<file path="src/common/fp_pkg.sv">
// FP32 field layout, class mask bit positions, status flags and canonical NaN
package fp_pkg;

    // --------------------
    // FP32 word format
    // --------------------
    localparam int unsigned FP_WIDTH  = 32;
    localparam int unsigned EXP_WIDTH = 8;
    localparam int unsigned MAN_WIDTH = 23;

    typedef struct packed {
        logic                 sign;     // Bit 31
        logic [EXP_WIDTH-1:0] exponent; // Biased, all ones for inf and NaN
        logic [MAN_WIDTH-1:0] mantissa; // MSB set marks a quiet NaN
    } fp32_t;

    // Quiet NaN, positive sign, only the quiet bit set in the mantissa
    localparam logic [FP_WIDTH-1:0] CANONICAL_NAN = 32'h7fc0_0000;

    // --------------------
    // Class mask
    // --------------------
    localparam int unsigned NUM_CLASSES = 10;

    typedef logic [NUM_CLASSES-1:0] class_mask_t;

    // Bit positions follow the RISC-V fclass layout
    localparam int unsigned CLS_NEG_INF  = 0;
    localparam int unsigned CLS_NEG_NORM = 1;
    localparam int unsigned CLS_NEG_SUB  = 2;
    localparam int unsigned CLS_NEG_ZERO = 3;
    localparam int unsigned CLS_POS_ZERO = 4;
    localparam int unsigned CLS_POS_SUB  = 5;
    localparam int unsigned CLS_POS_NORM = 6;
    localparam int unsigned CLS_POS_INF  = 7;
    localparam int unsigned CLS_SNAN     = 8;
    localparam int unsigned CLS_QNAN     = 9;

    // --------------------
    // Status flags
    // --------------------
    typedef struct packed {
        logic nv; // Bit 4, invalid operation
        logic dz; // Bit 3, divide by zero
        logic of; // Bit 2, overflow
        logic uf; // Bit 1, underflow
        logic nx; // Bit 0, inexact
    } status_t;

endpackage

</file>
<file path="src/common/fpu_op_pkg.sv">
// Issue and unit operation encodings, sub-op codes, request, decoded and result structs
package fpu_op_pkg;

    // Transaction tag carried from issue to writeback
    localparam int unsigned TAG_WIDTH = 4;

    // --------------------
    // Operations
    // --------------------
    // Issue-stage view, as the issuer names them
    typedef enum logic [2:0] {
        FSGNJ    = 3'd0,
        FMIN_MAX = 3'd1,
        FCMP     = 3'd2,
        FCLASS   = 3'd3,
        FMV_F2X  = 3'd4,
        FMV_X2F  = 3'd5
    } issue_op_e;

    // Unit-side view
    typedef enum logic [1:0] {
        SGNJ     = 2'd0,
        MINMAX   = 2'd1,
        CMP      = 2'd2,
        CLASSIFY = 2'd3
    } unit_op_e;

    // Modifier, meaning depends on the unit op
    typedef logic [1:0] sub_op_t;

    localparam sub_op_t SUB_J    = 2'b00; // Sign from b
    localparam sub_op_t SUB_JN   = 2'b01; // Inverted sign of b
    localparam sub_op_t SUB_JX   = 2'b10; // Sign a xor b
    localparam sub_op_t SUB_PASS = 2'b11; // Register moves, a unchanged
    localparam sub_op_t SUB_MIN  = 2'b00;
    localparam sub_op_t SUB_MAX  = 2'b01;
    localparam sub_op_t SUB_LE   = 2'b00;
    localparam sub_op_t SUB_LT   = 2'b01;
    localparam sub_op_t SUB_EQ   = 2'b10;

    // --------------------
    // Transfer structs
    // --------------------
    typedef struct packed {
        issue_op_e              op;
        logic [2:0]             rm;        // Sub-op in the low two bits
        fp_pkg::fp32_t          operand_a;
        fp_pkg::fp32_t          operand_b;
        logic [TAG_WIDTH-1:0]   tag;
    } fpu_req_t;

    typedef struct packed {
        unit_op_e               unit_op;
        sub_op_t                sub_op;
        fp_pkg::fp32_t          operand_a;
        fp_pkg::fp32_t          operand_b;
        logic [TAG_WIDTH-1:0]   tag;
    } fpu_dec_t;

    typedef struct packed {
        logic [fp_pkg::FP_WIDTH-1:0] value;
        fp_pkg::status_t             status;
        logic [TAG_WIDTH-1:0]        tag;
    } fpu_res_t;

endpackage

</file>
<file path="src/fpu_noncomp/fp32_classify.sv">
// FP32 operand classifier producing the one-hot RISC-V class mask
`timescale 1ns/100ps

module fp32_classify
    import fp_pkg::*;
(
    input  fp32_t       operand_i,
    output class_mask_t class_o
);

    logic exp_ones, exp_zero, man_zero;
    logic is_inf, is_nan, is_sub, is_zero, is_norm;

    assign exp_ones = &operand_i.exponent;
    assign exp_zero = ~|operand_i.exponent;
    assign man_zero = ~|operand_i.mantissa;

    assign is_inf  = exp_ones & man_zero;
    assign is_nan  = exp_ones & ~man_zero;
    assign is_sub  = exp_zero & ~man_zero;     // Denormal range
    assign is_zero = exp_zero & man_zero;
    assign is_norm = ~exp_ones & ~exp_zero;

    always_comb begin : p_mask
        class_o = '0;
        class_o[CLS_NEG_INF]  = is_inf & operand_i.sign;
        class_o[CLS_NEG_NORM] = is_norm & operand_i.sign;
        class_o[CLS_NEG_SUB]  = is_sub & operand_i.sign;
        class_o[CLS_NEG_ZERO] = is_zero & operand_i.sign;
        class_o[CLS_POS_ZERO] = is_zero & ~operand_i.sign;
        class_o[CLS_POS_SUB]  = is_sub & ~operand_i.sign;
        class_o[CLS_POS_NORM] = is_norm & ~operand_i.sign;
        class_o[CLS_POS_INF]  = is_inf & ~operand_i.sign;
        // NaN class ignores the sign, quiet bit picks the kind
        class_o[CLS_SNAN]     = is_nan & ~operand_i.mantissa[MAN_WIDTH-1];
        class_o[CLS_QNAN]     = is_nan & operand_i.mantissa[MAN_WIDTH-1];
    end

endmodule

</file>
<file path="src/fpu_noncomp/fpu_noncomp_unit.sv">
// Non-computational FP32 unit: sign injection, min/max, compare, classify, stallable pipe
`timescale 1ns/100ps

module fpu_noncomp_unit
    import fp_pkg::*;
    import fpu_op_pkg::*;
#(
    parameter int unsigned PipeDepth = 2
) (
    input  logic     clk_i,
    input  logic     rst_ni,
    input  logic     flush_i,
    input  logic     in_valid_i,
    output logic     in_ready_o,
    input  fpu_dec_t dec_i,
    output logic     out_valid_o,
    input  logic     out_ready_i,
    output fpu_res_t res_o
);

    fp32_t               op_a, op_b;
    class_mask_t         class_a, class_b;
    logic                a_nan, b_nan, any_nan, any_snan, both_zero;
    logic                a_lt_b, a_eq_b;    // Total order, -0 below +0
    logic                cmp_lt, cmp_eq;    // IEEE compare, signed zeros equal
    logic [FP_WIDTH-1:0] min_max;
    fpu_res_t            res_d;
    logic                stall;
    logic [PipeDepth-1:0] valid_q;
    fpu_res_t            res_q [PipeDepth];

    assign op_a = dec_i.operand_a;
    assign op_b = dec_i.operand_b;

    fp32_classify i_class_a (
        .operand_i (op_a),
        .class_o   (class_a)
    );

    fp32_classify i_class_b (
        .operand_i (op_b),
        .class_o   (class_b)
    );

    // --------------------
    // Operand properties
    // --------------------
    assign a_nan     = class_a[CLS_SNAN] | class_a[CLS_QNAN];
    assign b_nan     = class_b[CLS_SNAN] | class_b[CLS_QNAN];
    assign any_nan   = a_nan | b_nan;
    assign any_snan  = class_a[CLS_SNAN] | class_b[CLS_SNAN];
    assign both_zero = (class_a[CLS_NEG_ZERO] | class_a[CLS_POS_ZERO])
                     & (class_b[CLS_NEG_ZERO] | class_b[CLS_POS_ZERO]);

    always_comb begin : p_order
        if (op_a.sign != op_b.sign) begin
            a_lt_b = op_a.sign;                 // Negative side is smaller
        end else if (op_a.sign) begin
            a_lt_b = {op_a.exponent, op_a.mantissa} > {op_b.exponent, op_b.mantissa};
        end else begin
            a_lt_b = {op_a.exponent, op_a.mantissa} < {op_b.exponent, op_b.mantissa};
        end
    end

    assign a_eq_b = (op_a == op_b);
    assign cmp_lt = a_lt_b & ~both_zero & ~any_nan;
    assign cmp_eq = (a_eq_b | both_zero) & ~any_nan;

    // A single NaN loses to the number
    always_comb begin : p_min_max
        if (a_nan && b_nan) begin
            min_max = CANONICAL_NAN;
        end else if (a_nan) begin
            min_max = op_b;
        end else if (b_nan) begin
            min_max = op_a;
        end else if (a_lt_b ^ (dec_i.sub_op == SUB_MAX)) begin
            min_max = op_a;
        end else begin
            min_max = op_b;
        end
    end

    // --------------------
    // Result select
    // --------------------
    always_comb begin : p_result
        res_d.value  = '0;
        res_d.status = '0;
        res_d.tag    = dec_i.tag;

        unique case (dec_i.unit_op)
            SGNJ: begin
                unique case (dec_i.sub_op)
                    SUB_J:   res_d.value = {op_b.sign, op_a.exponent, op_a.mantissa};
                    SUB_JN:  res_d.value = {~op_b.sign, op_a.exponent, op_a.mantissa};
                    SUB_JX:  res_d.value = {op_a.sign ^ op_b.sign, op_a.exponent, op_a.mantissa};
                    default: res_d.value = op_a;    // Move passthrough
                endcase
            end
            MINMAX: begin
                res_d.value     = min_max;
                res_d.status.nv = any_snan;
            end
            CMP: begin
                unique case (dec_i.sub_op)
                    SUB_LE: begin
                        res_d.value[0]  = cmp_lt | cmp_eq;
                        res_d.status.nv = any_nan;  // Signaling compare
                    end
                    SUB_LT: begin
                        res_d.value[0]  = cmp_lt;
                        res_d.status.nv = any_nan;
                    end
                    SUB_EQ: begin
                        res_d.value[0]  = cmp_eq;
                        res_d.status.nv = any_snan; // Quiet compare
                    end
                    default: ;
                endcase
            end
            CLASSIFY: res_d.value = FP_WIDTH'(class_a);
            default: ;
        endcase
    end

    // --------------------
    // Tagged pipeline
    // --------------------
    // Whole pipe freezes while the last stage waits on writeback
    assign stall      = valid_q[PipeDepth-1] & ~out_ready_i;
    assign in_ready_o = ~stall;

    always_ff @(posedge clk_i or negedge rst_ni) begin : p_valid
        if (!rst_ni) begin
            valid_q <= '0;
        end else if (flush_i) begin
            valid_q <= '0;
        end else if (!stall) begin
            valid_q[0] <= in_valid_i;
            for (int unsigned i = 1; i < PipeDepth; i++) begin
                valid_q[i] <= valid_q[i-1];
            end
        end
    end

    always_ff @(posedge clk_i) begin : p_data
        if (!stall) begin
            res_q[0] <= res_d;
            for (int unsigned i = 1; i < PipeDepth; i++) begin
                res_q[i] <= res_q[i-1];
            end
        end
    end

    assign out_valid_o = valid_q[PipeDepth-1];
    assign res_o       = res_q[PipeDepth-1];

endmodule

</file>
<file path="src/design/fpu_op_decode.sv">
// Issue operation to unit operation translation, purely combinational
`timescale 1ns/100ps

module fpu_op_decode
    import fpu_op_pkg::*;
(
    input  fpu_req_t fpu_req_i,
    output fpu_dec_t fpu_dec_o
);

    always_comb begin : p_translate
        // Operands and tag travel untouched
        fpu_dec_o.operand_a = fpu_req_i.operand_a;
        fpu_dec_o.operand_b = fpu_req_i.operand_b;
        fpu_dec_o.tag       = fpu_req_i.tag;

        // Safe default is a plain passthrough
        fpu_dec_o.unit_op = SGNJ;
        fpu_dec_o.sub_op  = SUB_PASS;

        unique case (fpu_req_i.op)
            // J, JN, JX encoded in rm
            FSGNJ: begin
                fpu_dec_o.unit_op = SGNJ;
                fpu_dec_o.sub_op  = fpu_req_i.rm[1:0];
            end
            // MIN or MAX in rm
            FMIN_MAX: begin
                fpu_dec_o.unit_op = MINMAX;
                fpu_dec_o.sub_op  = fpu_req_i.rm[1:0];
            end
            // LE, LT, EQ in rm
            FCMP: begin
                fpu_dec_o.unit_op = CMP;
                fpu_dec_o.sub_op  = fpu_req_i.rm[1:0];
            end
            FCLASS: begin
                fpu_dec_o.unit_op = CLASSIFY;
                fpu_dec_o.sub_op  = '0;         // rm has no meaning here
            end
            // No recoding for FP32 moves, so both are a sign-injection passthrough
            FMV_F2X, FMV_X2F: begin
                fpu_dec_o.unit_op = SGNJ;
                fpu_dec_o.sub_op  = SUB_PASS;
            end
            default: ;
        endcase
    end

endmodule

</file>
<file path="src/design/fpu_issue_buffer.sv">
// READY/STALL protocol inversion FSM with a one-entry hold register toward the unit
`timescale 1ns/100ps

module fpu_issue_buffer
    import fpu_op_pkg::*;
(
    input  logic     clk_i,
    input  logic     rst_ni,
    input  logic     flush_i,
    input  logic     valid_i,
    output logic     ready_o,
    input  fpu_dec_t dec_i,
    output logic     unit_valid_o,
    input  logic     unit_ready_i,
    output fpu_dec_t unit_dec_o
);

    typedef enum logic {
        READY,
        STALL
    } state_e;

    state_e   state_q, state_d;
    logic     hold_en;      // Capture the live request
    logic     use_hold;     // Present the held request to the unit
    fpu_dec_t hold_q;

    // --------------------
    // Handshake FSM
    // --------------------
    always_comb begin : p_issue_fsm
        ready_o      = 1'b0;
        unit_valid_o = 1'b0;
        hold_en      = 1'b0;
        use_hold     = 1'b0;
        state_d      = state_q;

        unique case (state_q)
            READY: begin
                ready_o      = 1'b1;
                unit_valid_o = valid_i;         // Live request straight through
                // Unit busy, park the request and withhold the token
                if (valid_i && !unit_ready_i) begin
                    ready_o = 1'b0;
                    hold_en = 1'b1;
                    state_d = STALL;
                end
            end
            STALL: begin
                unit_valid_o = 1'b1;
                use_hold     = 1'b1;
                // Token goes back to the issuer once the unit takes it
                if (unit_ready_i) begin
                    ready_o = 1'b1;
                    state_d = READY;
                end
            end
            default: state_d = READY;
        endcase

        // Flush drops any parked request
        if (flush_i) begin
            state_d = READY;
        end
    end

    always_ff @(posedge clk_i or negedge rst_ni) begin : p_state
        if (!rst_ni) begin
            state_q <= READY;
        end else begin
            state_q <= state_d;
        end
    end

    // Hold register, payload only
    always_ff @(posedge clk_i) begin : p_hold
        if (hold_en) begin
            hold_q <= dec_i;
        end
    end

    assign unit_dec_o = use_hold ? hold_q : dec_i;

endmodule

</file>
<file path="src/design/fpu_wrap.sv">
// FP32 issue wrapper top: decode, issue buffer and non-computational unit
`timescale 1ns/100ps

module fpu_wrap
    import fpu_op_pkg::*;
#(
    parameter int unsigned TagWidth  = 4,
    parameter int unsigned PipeDepth = 2
) (
    input  logic     clk_i,
    input  logic     rst_ni,
    input  logic     flush_i,
    input  logic     fpu_valid_i,
    input  fpu_req_t fpu_req_i,
    output logic     fpu_ready_o,
    output logic     fpu_valid_o,
    output fpu_res_t fpu_res_o,
    input  logic     result_ready_i
);

    fpu_dec_t dec;          // Live decoded request
    fpu_dec_t unit_dec;     // Live or held, toward the unit
    logic     unit_valid;
    logic     unit_ready;

    // Tag fields are sized by the shared structs
    if (TagWidth != TAG_WIDTH) begin : g_tag_width
        $error("TagWidth %0d differs from TAG_WIDTH %0d", TagWidth, TAG_WIDTH);
    end

    fpu_op_decode i_decode (
        .fpu_req_i (fpu_req_i),
        .fpu_dec_o (dec)
    );

    fpu_issue_buffer i_issue_buffer (
        .clk_i        (clk_i),
        .rst_ni       (rst_ni),
        .flush_i      (flush_i),
        .valid_i      (fpu_valid_i),
        .ready_o      (fpu_ready_o),
        .dec_i        (dec),
        .unit_valid_o (unit_valid),
        .unit_ready_i (unit_ready),
        .unit_dec_o   (unit_dec)
    );

    fpu_noncomp_unit #(
        .PipeDepth (PipeDepth)
    ) i_noncomp (
        .clk_i       (clk_i),
        .rst_ni      (rst_ni),
        .flush_i     (flush_i),
        .in_valid_i  (unit_valid),
        .in_ready_o  (unit_ready),
        .dec_i       (unit_dec),
        .out_valid_o (fpu_valid_o),
        .out_ready_i (result_ready_i),
        .res_o       (fpu_res_o)
    );

endmodule

</file>
<file path="config.mk">
export PLATFORM = sky130hd
export DESIGN_NAME = fpu_wrap
export DESIGN_NICKNAME = d
export VERILOG_FILES = /design/src/common/fp_pkg.sv /design/src/common/fpu_op_pkg.sv /design/src/fpu_noncomp/fp32_classify.sv /design/src/fpu_noncomp/fpu_noncomp_unit.sv /design/src/design/fpu_op_decode.sv /design/src/design/fpu_issue_buffer.sv /design/src/design/fpu_wrap.sv
export SDC_FILE = /design/constraint.sdc
export NUM_CORES = 1
export LEC_CHECK = 0
export BUFFER_PORTS_ARGS = -buffer_cell sky130_fd_sc_hd__clkbuf_2
export CAP_MARGIN = 10
export CORE_ASPECT_RATIO = 1.75
export CORE_MARGIN = 2
export CORE_UTILIZATION = 50
export DETAILED_ROUTE_END_ITERATION = 8
export GPL_TIMING_DRIVEN = 0
export PLACE_DENSITY = 0.71
export SLEW_MARGIN = 5
export SYNTH_ARGS = -nofsm -noshare
export SYNTH_HDL_FRONTEND = slang
export SYNTH_HIERARCHICAL = 1
export SYNTH_SLANG_ARGS = --single-unit
</file>
<file path="constraint.sdc">
create_clock -name clk_i -period 14.7 [get_ports clk_i]
set_input_delay 0 -clock clk_i [delete_from_list [all_inputs] [get_ports clk_i]]
set_output_delay 0 -clock clk_i [all_outputs]
set_load 0.02 [all_outputs]
</file>
==> reports/metrics.cfg <==
[outcome]
outcome=finished, final reports clean

[power_and_ir_drop]
powerDensity_mw_per_mm2=111
ir_drop_mv=0.0660
power.leakage_nw=4.46

[placed_design]
dp_cells=921
dp_hpwl_mm=14.2
io_buffers=48
globalplace.congestion=0.813

[worst_hold_path]
hp-start=fpu_req_i[31]
holdPathEnd=i_issue_buffer/hold_q[31]$_DFFE_PP_
whs_path_depth=2
hold_path_class=in2reg

[synth]
synth_area_per_cell_sq_um=13.4
syn_area_sq_mm=0.00851
syn_inst=636
ys_warn_count=6

[floorplan]
die_w_um=103
ios=122
die-area_sq_mm=0.0181
die_h_um=177
rows=63
coreArea_sq_mm=0.0168
start_util_pct=50.7

[flow_run]
maxCapViolCount=0

[critical_path]
startpoint=i_issue_buffer/state_q$_DFF_PN0_
critPathMaxFanout=10
reg2reg_slack_ns=10.47
critPathArrivalTime_ns=4.40
reg2reg_to=i_noncomp/res_q[0][36]$_DFFE_PN_
r2r_cells=14
criticalPathCategory=reg2reg
reg2reg_from=i_issue_buffer/state_q$_DFF_PN0_
cp.required_ns=14.87
startpoint_type=flop
cp-end-kind=flop

[cts]
clock_path_buffers=2
post_cts_buffers=0
cts_buffers=17
cts-root-buf=clkbuf_16
clock_latency_ns=0.43
htreeDepth=4
clk_pin_slew_ns=0.06
tritoncts=yes
cts_resized=0
cts.sinks=149

[routing]
first_iter_violations=210
vias=5425
drtPass1Iterations=5
route.antenna.remaining_nets=0
routed_wl_mm=19.5
via_per_inst=5.25
remaining_drc_errors=0
routedWlPerCell_um=18.9

[timing]
min_period_ns=4.23
finalHoldViolations=0
relSlewSlack_pct=51.1
holdWs_ns=0.299
setup_tns_ns=0
slew_violations=0
finalCritPeriodShare_pct=28.8
max_slew.worst_pin.slew_ns=0.728
setup-violations-final=0
skew_ns=0.0142
rsz0062_at_grt=false
max_freq_ghz=0.237

[global_routing]
grt_pass1_wl_mm=29.6
track_usage_pct=22.1
overflow=0
grt_pass1_vias=5767
grt_max_degree=57
antenna_found_initial=0

[cells_and_area]
area_delta_synth_final_pct=24.4
n_antenna_cell=0
fin_cells=1034
n_fill_cell=1241
drive_gt1_share_pct=37.4
nNetsFinal=908

layer usage:
layer	part of all wire, %	vias up	GRT usage, %
met5	0	-	0
met3	3.1	40	3.40
met1	37	2664	23.0
li1	-	2588	-
met2	56	133	41.7
met4	3.8	0	10.8
worst max-delay path by stage:
stage	to	slack, ns	depth (start not counted)
2_1_floorplan	i_issue_buffer/hold_q[0]$_DFFE_PP_	6.86	3
3_3_place_gp	i_issue_buffer/hold_q[0]$_DFFE_PP_	4.03	3
3_5_place_dp	i_noncomp/res_q[0][36]$_DFFE_PN_	10.51	14
4_1_cts	i_noncomp/res_q[0][36]$_DFFE_PN_	10.45	14
5_1_grt	i_noncomp/res_q[0][14]$_DFFE_PN_	10.21	14
6_report	i_noncomp/res_q[0][36]$_DFFE_PN_	10.47	14
stage by stage:
stage | instance area, sq um | power [W] | utilization, % | setup WS, ns
finish | 10600 | 0.00117 | 63.0 | 10.47
global route | 10600 | 0.00121 | 63.0 | 10.21
CTS | 10600 | 0.00118 | 63.0 | 10.45
detailed placement | 9130 | 0.000695 | 54.4 | 10.51
global placement | 9040 | 0.000690 | 53.9 | 4.03
floorplan | 8520 | 0.000650 | - | 6.86
final cells by class:
class / count / area [sq um] / share of cell area (%)
Multi-Input combinational cell: 323 / 2950 / 27.9
Tap cell: 227 / 284 / 2.68
Inverter: 41 / 156 / 1.48
Sequential cell: 149 / 4460 / 42.1
Timing Repair Buffer: 136 / 1130 / 10.7
Clock buffer: 24 / 492 / 4.65
Clock inverter: 8 / 146 / 1.38
Buffer: 126 / 958 / 9.06
where the power goes:
part	switching, W	leakage [nW]	total [W]	internal, W
sequential	0.00000853	1.52	0.000513	0.000504
clock	0.000163	0.311	0.000465	0.000302
combinational	0.0000962	2.63	0.000192	0.0000963
registers in the layout, indices dropped and copies added, names as in the netlist:
signal,count
i_noncomp/res_q,74
i_issue_buffer/hold_q,72
i_noncomp/valid_q,2
i_issue_buffer/state_q,1
layout by cell type, fill, tap and decap left out, types with 7 or more instances in the layout:
master	instances
inv_1	40
mux2_2	25
clkbuf_2	48
a221o_1	10
nor2_1	29
o2bb2ai_1	9
nor3_1	10
clkbuf_16	17
buf_6	11
dlygate4sd3_1	81
ha_1	35
a22o_1	12
nor4_1	11
nand2_1	16
nor4_4	7
a21oi_1	18
edfxtp_1	146
mux2_4	47
nand3_1	8
a22oi_1	9
buf_4	114
timing repair:
action,in CTS,in global routing
hold buffers,81,0
hold endpoints to repair,82,0
setup endpoints to repair,0,0
worst max-delay path, cell delays in order (launching register included):
cell and delay [ns]:
dfrtp_1 0.45, buf_6 0.22, buf_6 0.20, mux2_4 0.35
ha_1 0.30, a21oi_1 0.17, o21ai_1 0.08, a221oi_1 0.42
o31ai_1 0.25, a311o_1 0.42, nor2_1 0.21, xor2_1 0.19
a21oi_2 0.16, buf_6 0.19, a221o_1 0.35
Note: power is estimated with default switching activity, not from simulation.
